===== src/hdl/cpuPkg.sv =====
package cpuPkg;

	typedef logic [31:0] wordT;
	typedef logic [4:0]  regAddrT;

	typedef enum logic [5:0] {
		opSpecial = 6'h00,
		opJ       = 6'h02,
		opBeq     = 6'h04,
		opBne     = 6'h05,
		opAddiu   = 6'h09,
		opSlti    = 6'h0a,
		opAndi    = 6'h0c,
		opOri     = 6'h0d,
		opLui     = 6'h0f,
		opLw      = 6'h23,
		opSw      = 6'h2b
	} opcodeE;

	typedef enum logic [5:0] {
		fnAddu = 6'h21,
		fnSubu = 6'h23,
		fnAnd  = 6'h24,
		fnOr   = 6'h25,
		fnXor  = 6'h26,
		fnSlt  = 6'h2a,
		fnSltu = 6'h2b
	} functE;

	typedef enum logic [3:0] {
		aluAdd, aluSub, aluAnd, aluOr, aluXor, aluSlt, aluSltu, aluLui
	} aluOpE;

	typedef enum logic [1:0] {
		fwdReg, // Register file or ID/EX copy
		fwdMem, // ALU result in EX/MEM
		fwdWb   // Writeback value
	} fwdSelE;

	typedef struct packed {
		aluOpE   aluOp;
		logic    useImm;   // Second ALU operand is the immediate
		logic    memRead;
		logic    memWrite;
		logic    regWrite; // Never set for r0
		regAddrT dest;
	} ctrlT;

	typedef struct packed {
		logic    valid;
		wordT    pc;
		ctrlT    ctrl;
		wordT    rsVal;
		wordT    rtVal;
		wordT    imm;
		regAddrT rs;
		regAddrT rt;
	} idExT;

	typedef struct packed {
		logic valid;
		wordT pc;
		ctrlT ctrl;
		wordT aluRes;
		wordT storeData;
	} exMemT;

	typedef struct packed {
		logic    valid;
		wordT    pc;
		logic    regWrite;
		regAddrT dest;
		wordT    result;
	} memWbT;

	// Operand mux shared by decode and execute
	function automatic wordT fwdOperand(fwdSelE sel, wordT regVal, wordT memVal, wordT wbVal);
		case (sel)
			fwdMem:  return memVal;
			fwdWb:   return wbVal;
			default: return regVal;
		endcase
	endfunction

endpackage


===== src/hdl/regFile.sv =====
`timescale 1ns/10ps

module regFile (
	input  logic        clk,
	input  logic        arstN,
	input  logic [4:0]  raddr1,
	input  logic [4:0]  raddr2,
	input  logic        wen,
	input  logic [4:0]  waddr,
	input  logic [31:0] wdata,
	output logic [31:0] rdata1,
	output logic [31:0] rdata2
);

	logic [31:0] regs [32];

	always_ff @(posedge clk or negedge arstN) begin
		if (!arstN)
			regs <= '{default: '0};
		else if (wen && waddr != 5'd0)
			regs[waddr] <= wdata;
	end

	// Same-cycle writeback is seen by decode
	assign rdata1 = (raddr1 == 5'd0) ? '0 :
		(wen && waddr == raddr1) ? wdata : regs[raddr1];
	assign rdata2 = (raddr2 == 5'd0) ? '0 :
		(wen && waddr == raddr2) ? wdata : regs[raddr2];

endmodule


===== src/hdl/pipeCtrl.sv =====
`timescale 1ns/10ps

module pipeCtrl import cpuPkg::*; (
	input  wordT   instrD,
	input  idExT   idEx,
	input  exMemT  exMem,
	input  memWbT  memWb,
	output ctrlT   ctrlD,
	output logic   isBranch,
	output logic   isBne,
	output logic   isJump,
	output fwdSelE fwdRsD,
	output fwdSelE fwdRtD,
	output fwdSelE fwdRsE,
	output fwdSelE fwdRtE,
	output logic   stall
);

	opcodeE  op;
	functE   fn;
	regAddrT rsD;
	regAddrT rtD;
	logic    useRs;
	logic    useRt;
	logic    wrReg;
	logic    toRd;
	logic    hitE;
	logic    hitM;

	// Newest producer wins
	function automatic fwdSelE srcFrom(regAddrT r, exMemT em, memWbT mw);
		if (em.valid && em.ctrl.regWrite && em.ctrl.dest == r)
			return fwdMem;
		if (mw.valid && mw.regWrite && mw.dest == r)
			return fwdWb;
		return fwdReg;
	endfunction

	assign op  = opcodeE'(instrD[31:26]);
	assign fn  = functE'(instrD[5:0]);
	assign rsD = instrD[25:21];
	assign rtD = instrD[20:16];

	always_comb begin
		ctrlD    = '0;
		wrReg    = 1'b0;
		toRd     = 1'b0;
		useRs    = 1'b0;
		useRt    = 1'b0;
		isBranch = 1'b0;
		isBne    = 1'b0;
		isJump   = 1'b0;
		case (op)
			opSpecial: begin
				wrReg = 1'b1;
				toRd  = 1'b1;
				useRs = 1'b1;
				useRt = 1'b1;
				case (fn)
					fnAddu:  ctrlD.aluOp = aluAdd;
					fnSubu:  ctrlD.aluOp = aluSub;
					fnAnd:   ctrlD.aluOp = aluAnd;
					fnOr:    ctrlD.aluOp = aluOr;
					fnXor:   ctrlD.aluOp = aluXor;
					fnSlt:   ctrlD.aluOp = aluSlt;
					fnSltu:  ctrlD.aluOp = aluSltu;
					default: begin // Unknown funct acts as nop
						wrReg = 1'b0;
						useRs = 1'b0;
						useRt = 1'b0;
					end
				endcase
			end
			opAddiu, opSlti, opAndi, opOri, opLui, opLw: begin
				ctrlD.useImm = 1'b1;
				wrReg        = 1'b1;
				useRs        = (op != opLui);
				case (op)
					opSlti:  ctrlD.aluOp = aluSlt;
					opAndi:  ctrlD.aluOp = aluAnd;
					opOri:   ctrlD.aluOp = aluOr;
					opLui:   ctrlD.aluOp = aluLui;
					default: ctrlD.aluOp = aluAdd;
				endcase
				ctrlD.memRead = (op == opLw);
			end
			opSw: begin
				ctrlD.useImm   = 1'b1;
				ctrlD.memWrite = 1'b1;
				useRs          = 1'b1;
				useRt          = 1'b1;
			end
			opBeq, opBne: begin
				isBranch = 1'b1;
				isBne    = (op == opBne);
				useRs    = 1'b1;
				useRt    = 1'b1;
			end
			opJ:     isJump = 1'b1;
			default: ; // Unknown opcode is a nop
		endcase
		ctrlD.dest     = toRd ? instrD[15:11] : rtD;
		ctrlD.regWrite = wrReg & (ctrlD.dest != '0);
	end

	assign fwdRsD = srcFrom(rsD, exMem, memWb);
	assign fwdRtD = srcFrom(rtD, exMem, memWb);
	assign fwdRsE = srcFrom(idEx.rs, exMem, memWb);
	assign fwdRtE = srcFrom(idEx.rt, exMem, memWb);

	// Decode sources produced by the instruction in EX or in MEM
	assign hitE = idEx.valid & idEx.ctrl.regWrite &
		((useRs & rsD == idEx.ctrl.dest) | (useRt & rtD == idEx.ctrl.dest));
	assign hitM = exMem.valid & exMem.ctrl.regWrite &
		((useRs & rsD == exMem.ctrl.dest) | (useRt & rtD == exMem.ctrl.dest));

	// A load consumer never reaches EX early, so this also covers execute
	assign stall = (hitE & (idEx.ctrl.memRead | isBranch)) | (hitM & exMem.ctrl.memRead);

endmodule


===== src/hdl/fetchUnit.sv =====
`timescale 1ns/10ps

module fetchUnit import cpuPkg::*; #(
	parameter wordT resetVector = 32'hbfc00000
) (
	input  logic clk,
	input  logic arstN,
	input  logic stall,
	input  logic takeTarget,
	input  wordT target,
	input  wordT instRdata,
	output logic instEn,
	output wordT instAddr,
	output wordT instrD,
	output wordT pcD
);

	wordT pc;
	logic validD; // SRAM output holds a fetched word

	assign instEn   = !stall; // No fetch while IF/ID holds
	assign instAddr = pc;
	assign instrD   = validD ? instRdata : '0;

	always_ff @(posedge clk or negedge arstN) begin
		if (!arstN) begin
			pc     <= resetVector;
			validD <= 1'b0;
		end else if (!stall) begin
			pc     <= takeTarget ? target : pc + 32'd4;
			validD <= 1'b1;
		end
	end

	// Lines up with the SRAM read data
	always_ff @(posedge clk) begin
		if (!stall)
			pcD <= pc;
	end

endmodule


===== src/hdl/decodeUnit.sv =====
`timescale 1ns/10ps

module decodeUnit import cpuPkg::*; (
	input  logic   clk,
	input  logic   arstN,
	input  logic   stall,
	input  wordT   instrD,
	input  wordT   pcD,
	input  ctrlT   ctrlD,
	input  logic   isBranch,
	input  logic   isBne,
	input  logic   isJump,
	input  wordT   rsRf,
	input  wordT   rtRf,
	input  fwdSelE fwdRsD,
	input  fwdSelE fwdRtD,
	input  wordT   memFwd,
	input  wordT   wbFwd,
	output logic   takeTarget,
	output wordT   target,
	output idExT   idEx
);

	wordT rsVal;
	wordT rtVal;
	wordT imm;
	wordT pcPlus4;
	wordT branchTarget;
	wordT jumpTarget;
	logic zeroExt;
	logic branchTaken;

	assign rsVal = fwdOperand(fwdRsD, rsRf, memFwd, wbFwd);
	assign rtVal = fwdOperand(fwdRtD, rtRf, memFwd, wbFwd);

	// andi and ori are the only zero-extended immediates
	assign zeroExt = ctrlD.useImm & (ctrlD.aluOp == aluAnd || ctrlD.aluOp == aluOr);
	assign imm     = zeroExt ? {16'b0, instrD[15:0]} : {{16{instrD[15]}}, instrD[15:0]};

	assign pcPlus4      = pcD + 32'd4; // Delay slot address
	assign branchTarget = pcPlus4 + {imm[29:0], 2'b00};
	assign jumpTarget   = {pcPlus4[31:28], instrD[25:0], 2'b00};

	assign branchTaken = isBranch & ((rsVal == rtVal) ^ isBne);
	assign takeTarget  = branchTaken | isJump;
	assign target      = isJump ? jumpTarget : branchTarget;

	always_ff @(posedge clk or negedge arstN) begin
		if (!arstN) begin
			idEx <= '0;
		end else if (stall) begin
			idEx <= '0; // Bubble
		end else begin
			idEx <= '{
				valid: 1'b1,
				pc:    pcD,
				ctrl:  ctrlD,
				rsVal: rsVal,
				rtVal: rtVal,
				imm:   imm,
				rs:    instrD[25:21],
				rt:    instrD[20:16]
			};
		end
	end

endmodule


===== src/hdl/executeUnit.sv =====
`timescale 1ns/10ps

module executeUnit import cpuPkg::*; (
	input  logic       clk,
	input  logic       arstN,
	input  idExT       idEx,
	input  fwdSelE     fwdRsE,
	input  fwdSelE     fwdRtE,
	input  wordT       memFwd,
	input  wordT       wbFwd,
	output logic       dataEn,
	output logic [3:0] dataWen,
	output wordT       dataAddr,
	output wordT       dataWdata,
	output exMemT      exMem
);

	wordT opA;
	wordT rtFwd;
	wordT opB;
	wordT aluRes;

	assign opA   = fwdOperand(fwdRsE, idEx.rsVal, memFwd, wbFwd);
	assign rtFwd = fwdOperand(fwdRtE, idEx.rtVal, memFwd, wbFwd);
	assign opB   = idEx.ctrl.useImm ? idEx.imm : rtFwd;

	always_comb begin
		case (idEx.ctrl.aluOp)
			aluSub:  aluRes = opA - opB;
			aluAnd:  aluRes = opA & opB;
			aluOr:   aluRes = opA | opB;
			aluXor:  aluRes = opA ^ opB;
			aluSlt:  aluRes = {31'b0, $signed(opA) < $signed(opB)};
			aluSltu: aluRes = {31'b0, opA < opB};
			aluLui:  aluRes = {opB[15:0], 16'b0};
			default: aluRes = opA + opB; // Also the lw/sw address
		endcase
	end

	// Request goes out in EX, read data comes back in MEM
	assign dataEn    = 1'b1;
	assign dataWen   = {4{idEx.valid & idEx.ctrl.memWrite}};
	assign dataAddr  = {3'b000, aluRes[28:0]};
	assign dataWdata = rtFwd;

	always_ff @(posedge clk or negedge arstN) begin
		if (!arstN)
			exMem <= '0;
		else
			exMem <= '{
				valid:     idEx.valid,
				pc:        idEx.pc,
				ctrl:      idEx.ctrl,
				aluRes:    aluRes,
				storeData: rtFwd
			};
	end

endmodule


===== src/hdl/memUnit.sv =====
`timescale 1ns/10ps

module memUnit import cpuPkg::*; (
	input  logic       clk,
	input  logic       arstN,
	input  exMemT      exMem,
	input  wordT       dataRdata,
	output memWbT      memWb,
	output wordT       wbPc,
	output logic [3:0] wbRfWen,
	output regAddrT    wbRfWnum,
	output wordT       wbRfWdata
);

	wordT result;

	// SRAM answers the EX request in this cycle
	assign result = exMem.ctrl.memRead ? dataRdata : exMem.aluRes;

	always_ff @(posedge clk or negedge arstN) begin
		if (!arstN)
			memWb <= '0;
		else
			memWb <= '{
				valid:    exMem.valid,
				pc:       exMem.pc,
				regWrite: exMem.ctrl.regWrite,
				dest:     exMem.ctrl.dest,
				result:   result
			};
	end

	// Debug trace straight from MEM/WB
	assign wbPc      = memWb.pc;
	assign wbRfWen   = {4{memWb.valid & memWb.regWrite}};
	assign wbRfWnum  = memWb.dest;
	assign wbRfWdata = memWb.result;

endmodule


===== src/hdl/cpuTop.sv =====
`timescale 1ns/10ps

module cpuTop import cpuPkg::*; #(
	parameter wordT resetVector = 32'hbfc00000
) (
	input  logic        clk,
	input  logic        arstN,
	// Instruction SRAM
	output logic        instEn,
	output wordT        instAddr,
	input  wordT        instRdata,
	// Data SRAM
	output logic        dataEn,
	output logic [3:0]  dataWen,
	output wordT        dataAddr,
	output wordT        dataWdata,
	input  wordT        dataRdata,
	// Writeback trace
	output wordT        wbPc,
	output logic [3:0]  wbRfWen,
	output regAddrT     wbRfWnum,
	output wordT        wbRfWdata
);

	wordT   instrD;
	wordT   pcD;
	ctrlT   ctrlD;
	logic   isBranch;
	logic   isBne;
	logic   isJump;
	fwdSelE fwdRsD;
	fwdSelE fwdRtD;
	fwdSelE fwdRsE;
	fwdSelE fwdRtE;
	logic   stall;
	logic   takeTarget;
	wordT   target;
	wordT   rsRf;
	wordT   rtRf;
	idExT   idEx;
	exMemT  exMem;
	memWbT  memWb;

	pipeCtrl u_pipeCtrl (
		.instrD(instrD), .idEx(idEx), .exMem(exMem), .memWb(memWb),
		.ctrlD(ctrlD), .isBranch(isBranch), .isBne(isBne), .isJump(isJump),
		.fwdRsD(fwdRsD), .fwdRtD(fwdRtD), .fwdRsE(fwdRsE), .fwdRtE(fwdRtE),
		.stall(stall)
	);

	fetchUnit #(.resetVector(resetVector)) u_fetchUnit (
		.clk(clk), .arstN(arstN), .stall(stall), .takeTarget(takeTarget),
		.target(target), .instRdata(instRdata), .instEn(instEn),
		.instAddr(instAddr), .instrD(instrD), .pcD(pcD)
	);

	regFile u_regFile (
		.clk(clk), .arstN(arstN),
		.raddr1(instrD[25:21]), .raddr2(instrD[20:16]),
		.wen(memWb.valid & memWb.regWrite), .waddr(memWb.dest), .wdata(memWb.result),
		.rdata1(rsRf), .rdata2(rtRf)
	);

	decodeUnit u_decodeUnit (
		.clk(clk), .arstN(arstN), .stall(stall), .instrD(instrD), .pcD(pcD),
		.ctrlD(ctrlD), .isBranch(isBranch), .isBne(isBne), .isJump(isJump),
		.rsRf(rsRf), .rtRf(rtRf), .fwdRsD(fwdRsD), .fwdRtD(fwdRtD),
		.memFwd(exMem.aluRes), .wbFwd(memWb.result),
		.takeTarget(takeTarget), .target(target), .idEx(idEx)
	);

	executeUnit u_executeUnit (
		.clk(clk), .arstN(arstN), .idEx(idEx), .fwdRsE(fwdRsE), .fwdRtE(fwdRtE),
		.memFwd(exMem.aluRes), .wbFwd(memWb.result),
		.dataEn(dataEn), .dataWen(dataWen), .dataAddr(dataAddr),
		.dataWdata(dataWdata), .exMem(exMem)
	);

	memUnit u_memUnit (
		.clk(clk), .arstN(arstN), .exMem(exMem), .dataRdata(dataRdata),
		.memWb(memWb), .wbPc(wbPc), .wbRfWen(wbRfWen), .wbRfWnum(wbRfWnum),
		.wbRfWdata(wbRfWdata)
	);

endmodule


===== config.mk =====
export PLATFORM = sky130hd
export DESIGN_NAME = cpuTop
export DESIGN_NICKNAME = d
export VERILOG_FILES = /design/src/hdl/cpuPkg.sv /design/src/hdl/regFile.sv /design/src/hdl/pipeCtrl.sv /design/src/hdl/fetchUnit.sv /design/src/hdl/decodeUnit.sv /design/src/hdl/executeUnit.sv /design/src/hdl/memUnit.sv /design/src/hdl/cpuTop.sv
export SDC_FILE = /design/constraint.sdc
export NUM_CORES = 2
export LEC_CHECK = 0
export BUFFER_PORTS_ARGS = -buffer_cell sky130_fd_sc_hd__buf_2
export CORE_ASPECT_RATIO = 1.5
export CORE_MARGIN = 2
export CORE_UTILIZATION = 30
export CTS_BUF_LIST = sky130_fd_sc_hd__clkbuf_8
export CTS_CLUSTER_DIAMETER = 200
export DETAILED_ROUTE_END_ITERATION = 8
export PLACE_DENSITY_LB_ADDON = 0.12
export RECOVER_POWER = 50
export SYNTH_ARGS = -nofsm -noshare
export SYNTH_HDL_FRONTEND = slang
export SYNTH_SLANG_ARGS = --single-unit
export TNS_END_PERCENT = 1

===== constraint.sdc =====
create_clock -name clk -period 13.6 [get_ports clk]
set_input_delay 2.72 -clock clk [delete_from_list [all_inputs] [get_ports clk]]
set_output_delay 2.72 -clock clk [all_outputs]
set_load 0.02 [all_outputs]

# Word level (Yosys, flattened, before mapping)

Index checks and enable logic that the tools add are counted.

Output and inout bits: 175
Logic and storage cells: 239
Input port bits: 66
Bits in registers: 1384

$lt $le $gt $ge: 6
Reduce and logical (&&, ||, !) cells: 26
Bitwise gates (word level): 27
Eq/ne operators: 48
$add $sub $neg: 5
Multiplexer cells: 68

Operators by type and width:

| kind                                                                   | count |
|---|---|
| 1024-bit bitwise mux                                                   | 1 |
| 32-bit 2-to-1 mux                                                      | 15 |
| 32-bit binary-select mux with 5-bit select                             | 2 |
| 32-bit case mux with 2 select lines                                    | 4 |
| 32-bit case mux with 7 select lines                                    | 1 |
| 32-bit demux with 5-bit select                                         | 1 |
| 152-bit 2-to-1 mux                                                     | 1 |
| 32-bit by 3-bit adder with 32-bit output (second input constant)       | 2 |
| 32-bit adder                                                           | 2 |
| 32-bit less-than comparator                                            | 2 |
| 5-bit equality test                                                    | 12 |
| 6-bit equality test (second input constant)                            | 9 |
| 32-bit AND                                                             | 1 |
| 32-bit equality test                                                   | 1 |
| 2-bit 2-to-1 mux                                                       | 16 |
| 32-bit bitwise OR                                                      | 1 |
| 32-bit subtractor                                                      | 1 |
| 32-bit bitwise XOR                                                     | 1 |
| 6-bit by 4-bit equality test with 1-bit output (second input constant) | 5 |
| 1-bit 2-to-1 mux                                                       | 20 |
| 6-bit >= comparator (second input constant)                            | 3 |
| 5-bit NOT with 6-bit output                                            | 3 |
| 3-bit case mux with 6 select lines                                     | 1 |
| 4-bit by 3-bit equality test with 1-bit output (second input constant) | 4 |
| 27 further kinds                                                       | 71 |

# Logic depth before layout (Yosys ltp)

Depth in word-level cells: 14
Depth in mapped cells: 29
Depth with buffers taken out: 25

# Cells and area by module

A second synthesis with hierarchy kept.

Cells, all modules: 6677
Area total of the unflattened synthesis: 80836.3 um^2

Modules (own cells, without submodules):

| module      | area an instance (um^2) | sequential area each (um^2) | cells each | times used |
|---|---|---|---|---|
| regFile     | 55366.9                 | 25624.6                     | 3883       | 1 |
| executeUnit | 9790.6                  | 2752.6                      | 1246       | 1 |
| decodeUnit  | 8234.1                  | 3428.3                      | 885        | 1 |
| fetchUnit   | 3384.5                  | 1798.0                      | 319        | 1 |
| memUnit     | 2867.8                  | 1776.7                      | 180        | 1 |
| pipeCtrl    | 1186.1                  | 0.0                         | 163        | 1 |
| cpuTop      | 6.3                     | 0.0                         | 1          | 1 |

# Worst setup path after synthesis

OpenSTA, ideal clock, no wires.

Path type: input port to output port
Start: input instRdata[21]
End: output instEn
Arrival time: 6.289 ns
Stages on the path: 15
Data required time: 10.880 ns
Path slack: 4.591 ns
Cell sequence: buf_2 > buf_4 > buf_2 > nand2_2 > clkbuf_1 > buf_1 > xnor2_1 > nor3_1 > a31oi_1 > o21ai_0 > o2111ai_1 > o31ai_1 > inv_1 > clkbuf_1 > buf_1

Word-level cells in the longest chain between the ends: 8

Ends and longest elaborated chain:

| what                                          | line                             | source |
|---|---|---|
| from (decl)                                   | cpuTop.sv:11                     | `input wordT instRdata,` |
| 32-bit 2-to-1 mux *                           | fetchUnit.sv:23                  | `assign instrD = validD ? instRdata : '0;` |
| 5-bit equality test, on equally long branches | pipeCtrl.sv:113, pipeCtrl.sv:115 |  |
| 1-bit AND, on equally long branches           | pipeCtrl.sv:113, pipeCtrl.sv:115 |  |
| 1-bit bitwise OR, on equally long branches    | pipeCtrl.sv:113, pipeCtrl.sv:115 |  |
| 1-bit AND, on equally long branches           | pipeCtrl.sv:112, pipeCtrl.sv:114 |  |
| 1-bit AND                                     | pipeCtrl.sv:118                  | `assign stall = (hitE & (idEx.ctrl.memRead \| isBranch)) \| (hitM & exMem.ctrl.memRead);` |
| 1-bit bitwise OR *                            | pipeCtrl.sv:118                  |  |
| 1-bit logical NOT *                           | n/a                              |  |
| to (decl)                                     | cpuTop.sv:9                      | `output logic instEn,` |

Mark *: on every way between the ends. The rest lies on a longest branch, timed or not.

# Worst setup path in the final report

Start: register, netlist name u_memUnit.wbRfWnum[2]
End: output dataAddr[28]

Word-level cells in the longest chain between the ends: 11

Ends and longest elaborated chain:

| what                                                                                  | line              | source |
|---|---|---|
| 5-bit equality test                                                                   | pipeCtrl.sv:34    | `if (mw.valid && mw.regWrite && mw.dest == r)` |
| 1-bit logical AND                                                                     | pipeCtrl.sv:34    |  |
| 1-bit 2-to-1 mux (2 in series)                                                        | pipeCtrl.sv:34    |  |
| 2-bit 2-to-1 mux                                                                      | pipeCtrl.sv:36    | `return fwdReg;` |
| 2-bit 2-to-1 mux                                                                      | pipeCtrl.sv:34    |  |
| 2-bit equality test or 2-bit by 1-bit equality test with 1-bit output (tied branches) | cpuPkg.sv:78      | `case (sel)` |
| 32-bit case mux with 2 select lines                                                   | cpuPkg.sv:78      |  |
| 32-bit 2-to-1 mux                                                                     | executeUnit.sv:25 | `assign opB = idEx.ctrl.useImm ? idEx.imm : rtFwd;` |
| 32-bit adder, or another cell as far along                                            | executeUnit.sv:36 | `default: aluRes = opA + opB;` |
| 32-bit case mux with 7 select lines *                                                 | executeUnit.sv:28 | `case (idEx.ctrl.aluOp)` |
| to (decl)                                                                             | cpuTop.sv:15      | `output wordT dataAddr,` |

Mark *: on every way between the ends. The rest lies on a longest branch, timed or not. The select of a mux whose other input is x is not followed.

==> insert_results.sql <==
INSERT INTO impl_metrics (metric_group, metric, value, unit) VALUES
('yosys', 'synth.largest_area_cell', 'sky130_fd_sc_hd__dfrtp_1', ''),
('yosys', 'yosys_warnings', '0', ''),
('detailed_routing', 'drc_errors', '0', ''),
('run', 'cap_viol_max_count', '29', ''),
('layout', 'area_growth', '11.35', '%'),
('floorplanning', 'fp-row-count', '232', ''),
('critical_path', 'critPathRequiredTime', '10.88', 'ns'),
('hold_path', 'hold_path.startpoint', 'u_executeUnit.exMem[85]$_DFF_PN0_', ''),
('yosys', 'postSynthRegisterBits', '1368', ''),
('clock_tree', 'numCtsBuffers', '243', ''),
('layout', 'fillerInstances', '27040', ''),
('global_route', 'global_route.overflow_total', '0', ''),
('timing', 'least_margin_pin_slew', '7.978', 'ns'),
('status', 'failed_checks', 'capacitance limit, slew limit', ''),
('detailed_routing', 'remaining_antenna_violation_count', '0', ''),
('critical_path', 'timing.critical_path.slowest_cell_delay', '0.84', 'ns'),
('detailed_routing', 'finalWirelength', '419400', 'µm'),
('clock_tree', 'cts.root.buffer_cell', 'sky130_fd_sc_hd__clkbuf_8', ''),
('yosys', 'synth.area.top_cells', 'sky130_fd_sc_hd__dfrtp_1, sky130_fd_sc_hd__mux2_2, sky130_fd_sc_hd__mux2i_1, sky130_fd_sc_hd__a21oi_1, sky130_fd_sc_hd__nor2_1', ''),
('timing', 'timing.clock.skew', '0.1043', 'ns'),
('clock_tree', 'clockBufferDepth', '4', ''),
('critical_path', 'reg2reg_depth', '18', ''),
('timing', 'slew_viol_final', '1118', ''),
('pwr', 'p_leak', '0.04084', 'µW'),
('hold_path', 'hold_class', 'reg2reg', ''),
('detailed_routing', 'route.detailed.vias_per_inst', '6.096', ''),
('critical_path', 'path_class', 'reg2out', ''),
('timing', 'hold_viol_final', '0', ''),
('layout', 'layout.nets', '7628', ''),
('floorplanning', 'die_w', '426.2', 'µm'),
('global_route', 'grt_usage', '30.01', '%'),
('critical_path', 'critPathCaptureType', 'output port', ''),
('layout', 'final_layout_size_suffix_gt1_share', '28.87', '%'),
('clock_tree', 'cts_tree', 'yes', ''),
('timing', 'post-route-worst-setup-slack', '1.980', 'ns'),
('timing', 'layout_min_cycle_time', '11.62', 'ns'),
('critical_path', 'critical_path.reg2reg.startpoint', 'u_fetchUnit.validD$_DFFE_PN0P_', ''),
('critical_path', 'critical_path.startpoint_type', 'flip-flop', ''),
('critical_path', 'critical_path.reg2reg.endpoint', 'u_fetchUnit.instAddr[26]$_DFFE_PN1P_', ''),
('floorplanning', 'vertical_die_dimension', '637.3', 'µm'),
('timing', 'setup-tns-final', '0', 'ns'),
('placement', 'detailed_place_hpwl', '272400', 'µm'),
('clock_tree', 'clkSlewWorstSetupHoldPaths', '0.07', 'ns'),
('yosys', 'postSynth.topFlopCell', 'sky130_fd_sc_hd__dfrtp_1', ''),
('yosys', 'post-synth-top-area-fraction', '41.40', '%'),
('critical_path', 'path_max_fanout', '18', ''),
('pwr', 'power.ir.vdd_worst', '0.09218', 'mV'),
('global_route', 'grt_antenna_before_repair', '38', ''),
('floorplanning', 'ioPinCount', '241', ''),
('layout', 'finalCoreUtilization', '33.55', '%'),
('hold_path', 'min_delay_path_depth', '0', ''),
('clock_tree', 'buffers_inserted_by_post_cts_timing_repair', '0', ''),
('timing', 'setup_viol', '0', ''),
('detailed_routing', 'num_vias', '68030', ''),
('yosys', 'seq_area_frac_synth', '42.90', '%'),
('floorplanning', 'initial_utilization', '30.13', '%'),
('layout', 'seqCellArea', '34410', 'µm²'),
('yosys', 'async_reset_ff_share', '97.66', '%'),
('critical_path', 'r2r_slack', '4.85', 'ns'),
('status', 'status', 'finished with violations', ''),
('clock_tree', 'worstSkewPairLatency', '1.07', 'ns'),
('critical_path', 'worstPathArrival', '8.90', 'ns'),
('floorplanning', 'dieArea', '271600', 'µm²'),
('placement', 'gpl.final_weighted_congestion', '0.9458', ''),
('clock_tree', 'ctsHoldBuffers', '0', ''),
('timing', 'hold-worst-slack', '0.3270', 'ns'),
('global_route', 'grt_first_pass_wirelength', '571700', 'µm'),
('detailed_routing', 'drt-initial-drc-count', '7715', ''),
('timing', 'max_freq', '86.06', 'MHz'),
('detailed_routing', 'avgRoutedWirePerCell', '37.58', 'µm'),
('hold_path', 'worstHoldEndpoint', 'u_memUnit.wbPc[8]$_DFF_PN0_', '');
where the power goes:
| part | internal, µW | switching, µW |
|---|---|---|
| registers | 4340 | 246 |
| logic | 616 | 1520 |
| clock network | 2270 | 1990 |
| total | 7230 | 3750 |
per-layer routing:
| metal | track usage [%] | part of all wire [%] | vias up |
|---|---|---|---|
| met2 | 48.44 | 47 | 3545 |
| met1 | 34.34 | 37 | 35480 |
| met4 | 24.47 | 9.5 | 20 |
| met5 | 0.2330 | 0.049 | - |
| li1 | - | - | 27790 |
| met3 | 5.909 | 7.0 | 1186 |
cell usage after synthesis, types with 48 or more instances:
library cell	n
sky130_fd_sc_hd__inv_1	209
sky130_fd_sc_hd__buf_2	174
sky130_fd_sc_hd__nand3_1	151
sky130_fd_sc_hd__mux4_2	53
sky130_fd_sc_hd__dfrtp_1	1327
sky130_fd_sc_hd__and2_1	82
sky130_fd_sc_hd__mux2_2	1221
sky130_fd_sc_hd__o221ai_1	53
sky130_fd_sc_hd__a222oi_1	152
sky130_fd_sc_hd__a221oi_1	94
sky130_fd_sc_hd__clkbuf_1	393
sky130_fd_sc_hd__a211oi_1	97
sky130_fd_sc_hd__xnor2_1	74
sky130_fd_sc_hd__o21a_1	53
sky130_fd_sc_hd__ha_1	126
sky130_fd_sc_hd__nand2_1	320
sky130_fd_sc_hd__buf_1	108
sky130_fd_sc_hd__nor2b_1	69
sky130_fd_sc_hd__a21oi_1	356
sky130_fd_sc_hd__mux2i_1	266
sky130_fd_sc_hd__nand2b_1	79
sky130_fd_sc_hd__a22oi_1	103
sky130_fd_sc_hd__nor3_1	79
sky130_fd_sc_hd__xor2_1	56
sky130_fd_sc_hd__o21ai_0	302
sky130_fd_sc_hd__nor2_1	425
sky130_fd_sc_hd__o22a_1	51
sky130_fd_sc_hd__a211o_1	48
sky130_fd_sc_hd__o22ai_1	119
sky130_fd_sc_hd__buf_4	150
flip-flops by register name (all words and copies together), names as in the netlist:
| signal | count |
|---|---|
| u_regFile.regs | 1024 |
| u_decodeUnit.idEx | 136 |
| u_executeUnit.exMem | 72 |
| u_fetchUnit.instAddr | 32 |
| u_fetchUnit.pcD | 32 |
| u_memUnit.wbPc | 32 |
| u_memUnit.wbRfWdata | 32 |
| u_memUnit.wbRfWnum | 5 |
| u_memUnit.memWb | 2 |
| u_fetchUnit.validD | 1 |
metrics by stage:
stage          power [µW]  cells  instance area, µm²
3_5_place_dp         6764  10700               84310
5_1_grt             11360  11140               89270
6_report            10980  11160               89310
4_1_cts             11040  11140               89480
2_1_floorplan        5806   7541               80220
3_3_place_gp         6760  10700               84290
cells in the final DEF (no fill, tap or decap), drive strengths merged, types with 45 or more instances in the layout:
cell type,instances
dfrtp,1327
mux2,1228
buf,449
nor2,425
a21oi,357
clkbuf,347
nand2,321
o21ai,314
inv,274
mux2i,266
a222oi,152
nand3,151
ha,126
o22ai,120
a22oi,105
a211oi,99
a221oi,96
and2,94
nand2b,79
nor3,79
xnor2,74
nor2b,69
xor2,56
o21a,53
o221ai,53
mux4,53
o22a,51
clkinv,50
a211o,48
a221o,45
and3,45
critical path, delay by kind of cell, from the launching register on:
family	cells	cell delay, ns
xor+xnor	2	0.29
compound gates	14	3.65
simple gates	3	1.11
fa+ha+maj	1	0.43
buf+inv	4	1.74
mux	1	0.22
flops	1	0.37
worst max path at each step:
| stage | endpoint | slack (ns) | from | cells after the start |
|---|---|---|---|---|
| global placement | u_fetchUnit.instAddr[26]$_DFFE_PN1P_ | 3.18 | instRdata[16] | 17 |
| global route | u_memUnit.wbPc[31]$_DFF_PN0_ | 1.14 | arstN | 3 |
| detailed placement | u_fetchUnit.instAddr[26]$_DFFE_PN1P_ | 3.21 | instRdata[21] | 19 |
| CTS | dataAddr[28] | 2.47 | u_memUnit.wbRfWnum[0]$_DFF_PN0_ | 25 |
| floorplan | instEn | 4.59 | instRdata[21] | 15 |
| finish | dataAddr[28] | 1.98 | u_memUnit.wbRfWnum[2]$_DFF_PN0_ | 25 |
final cells by class:
type                       instances  area share [%]
antenna                           23         0.06444
clock buffer                     311           4.793
clock inverter                   128          0.9919
inverter                         214          0.9050
multi-input combinational       5121           46.26
sequential                      1368           38.53
tap                             3510           4.917
timing repair buffer             485           3.539
kinds of logic (layout without fill, tap and decap cells):
logic type,after synthesis,after routing,synth area share [%]
fa+ha+maj,129,129,2.040
buf+inv,1052,1138,6.018
simple gates,1426,1426,8.660
compound gates,1884,1884,16.91
flops,1368,1368,42.90
other cells,2,28,0.009363
xor+xnor,130,130,1.420
mux,1547,1547,22.05
Power figures use the tool's default switching activity.
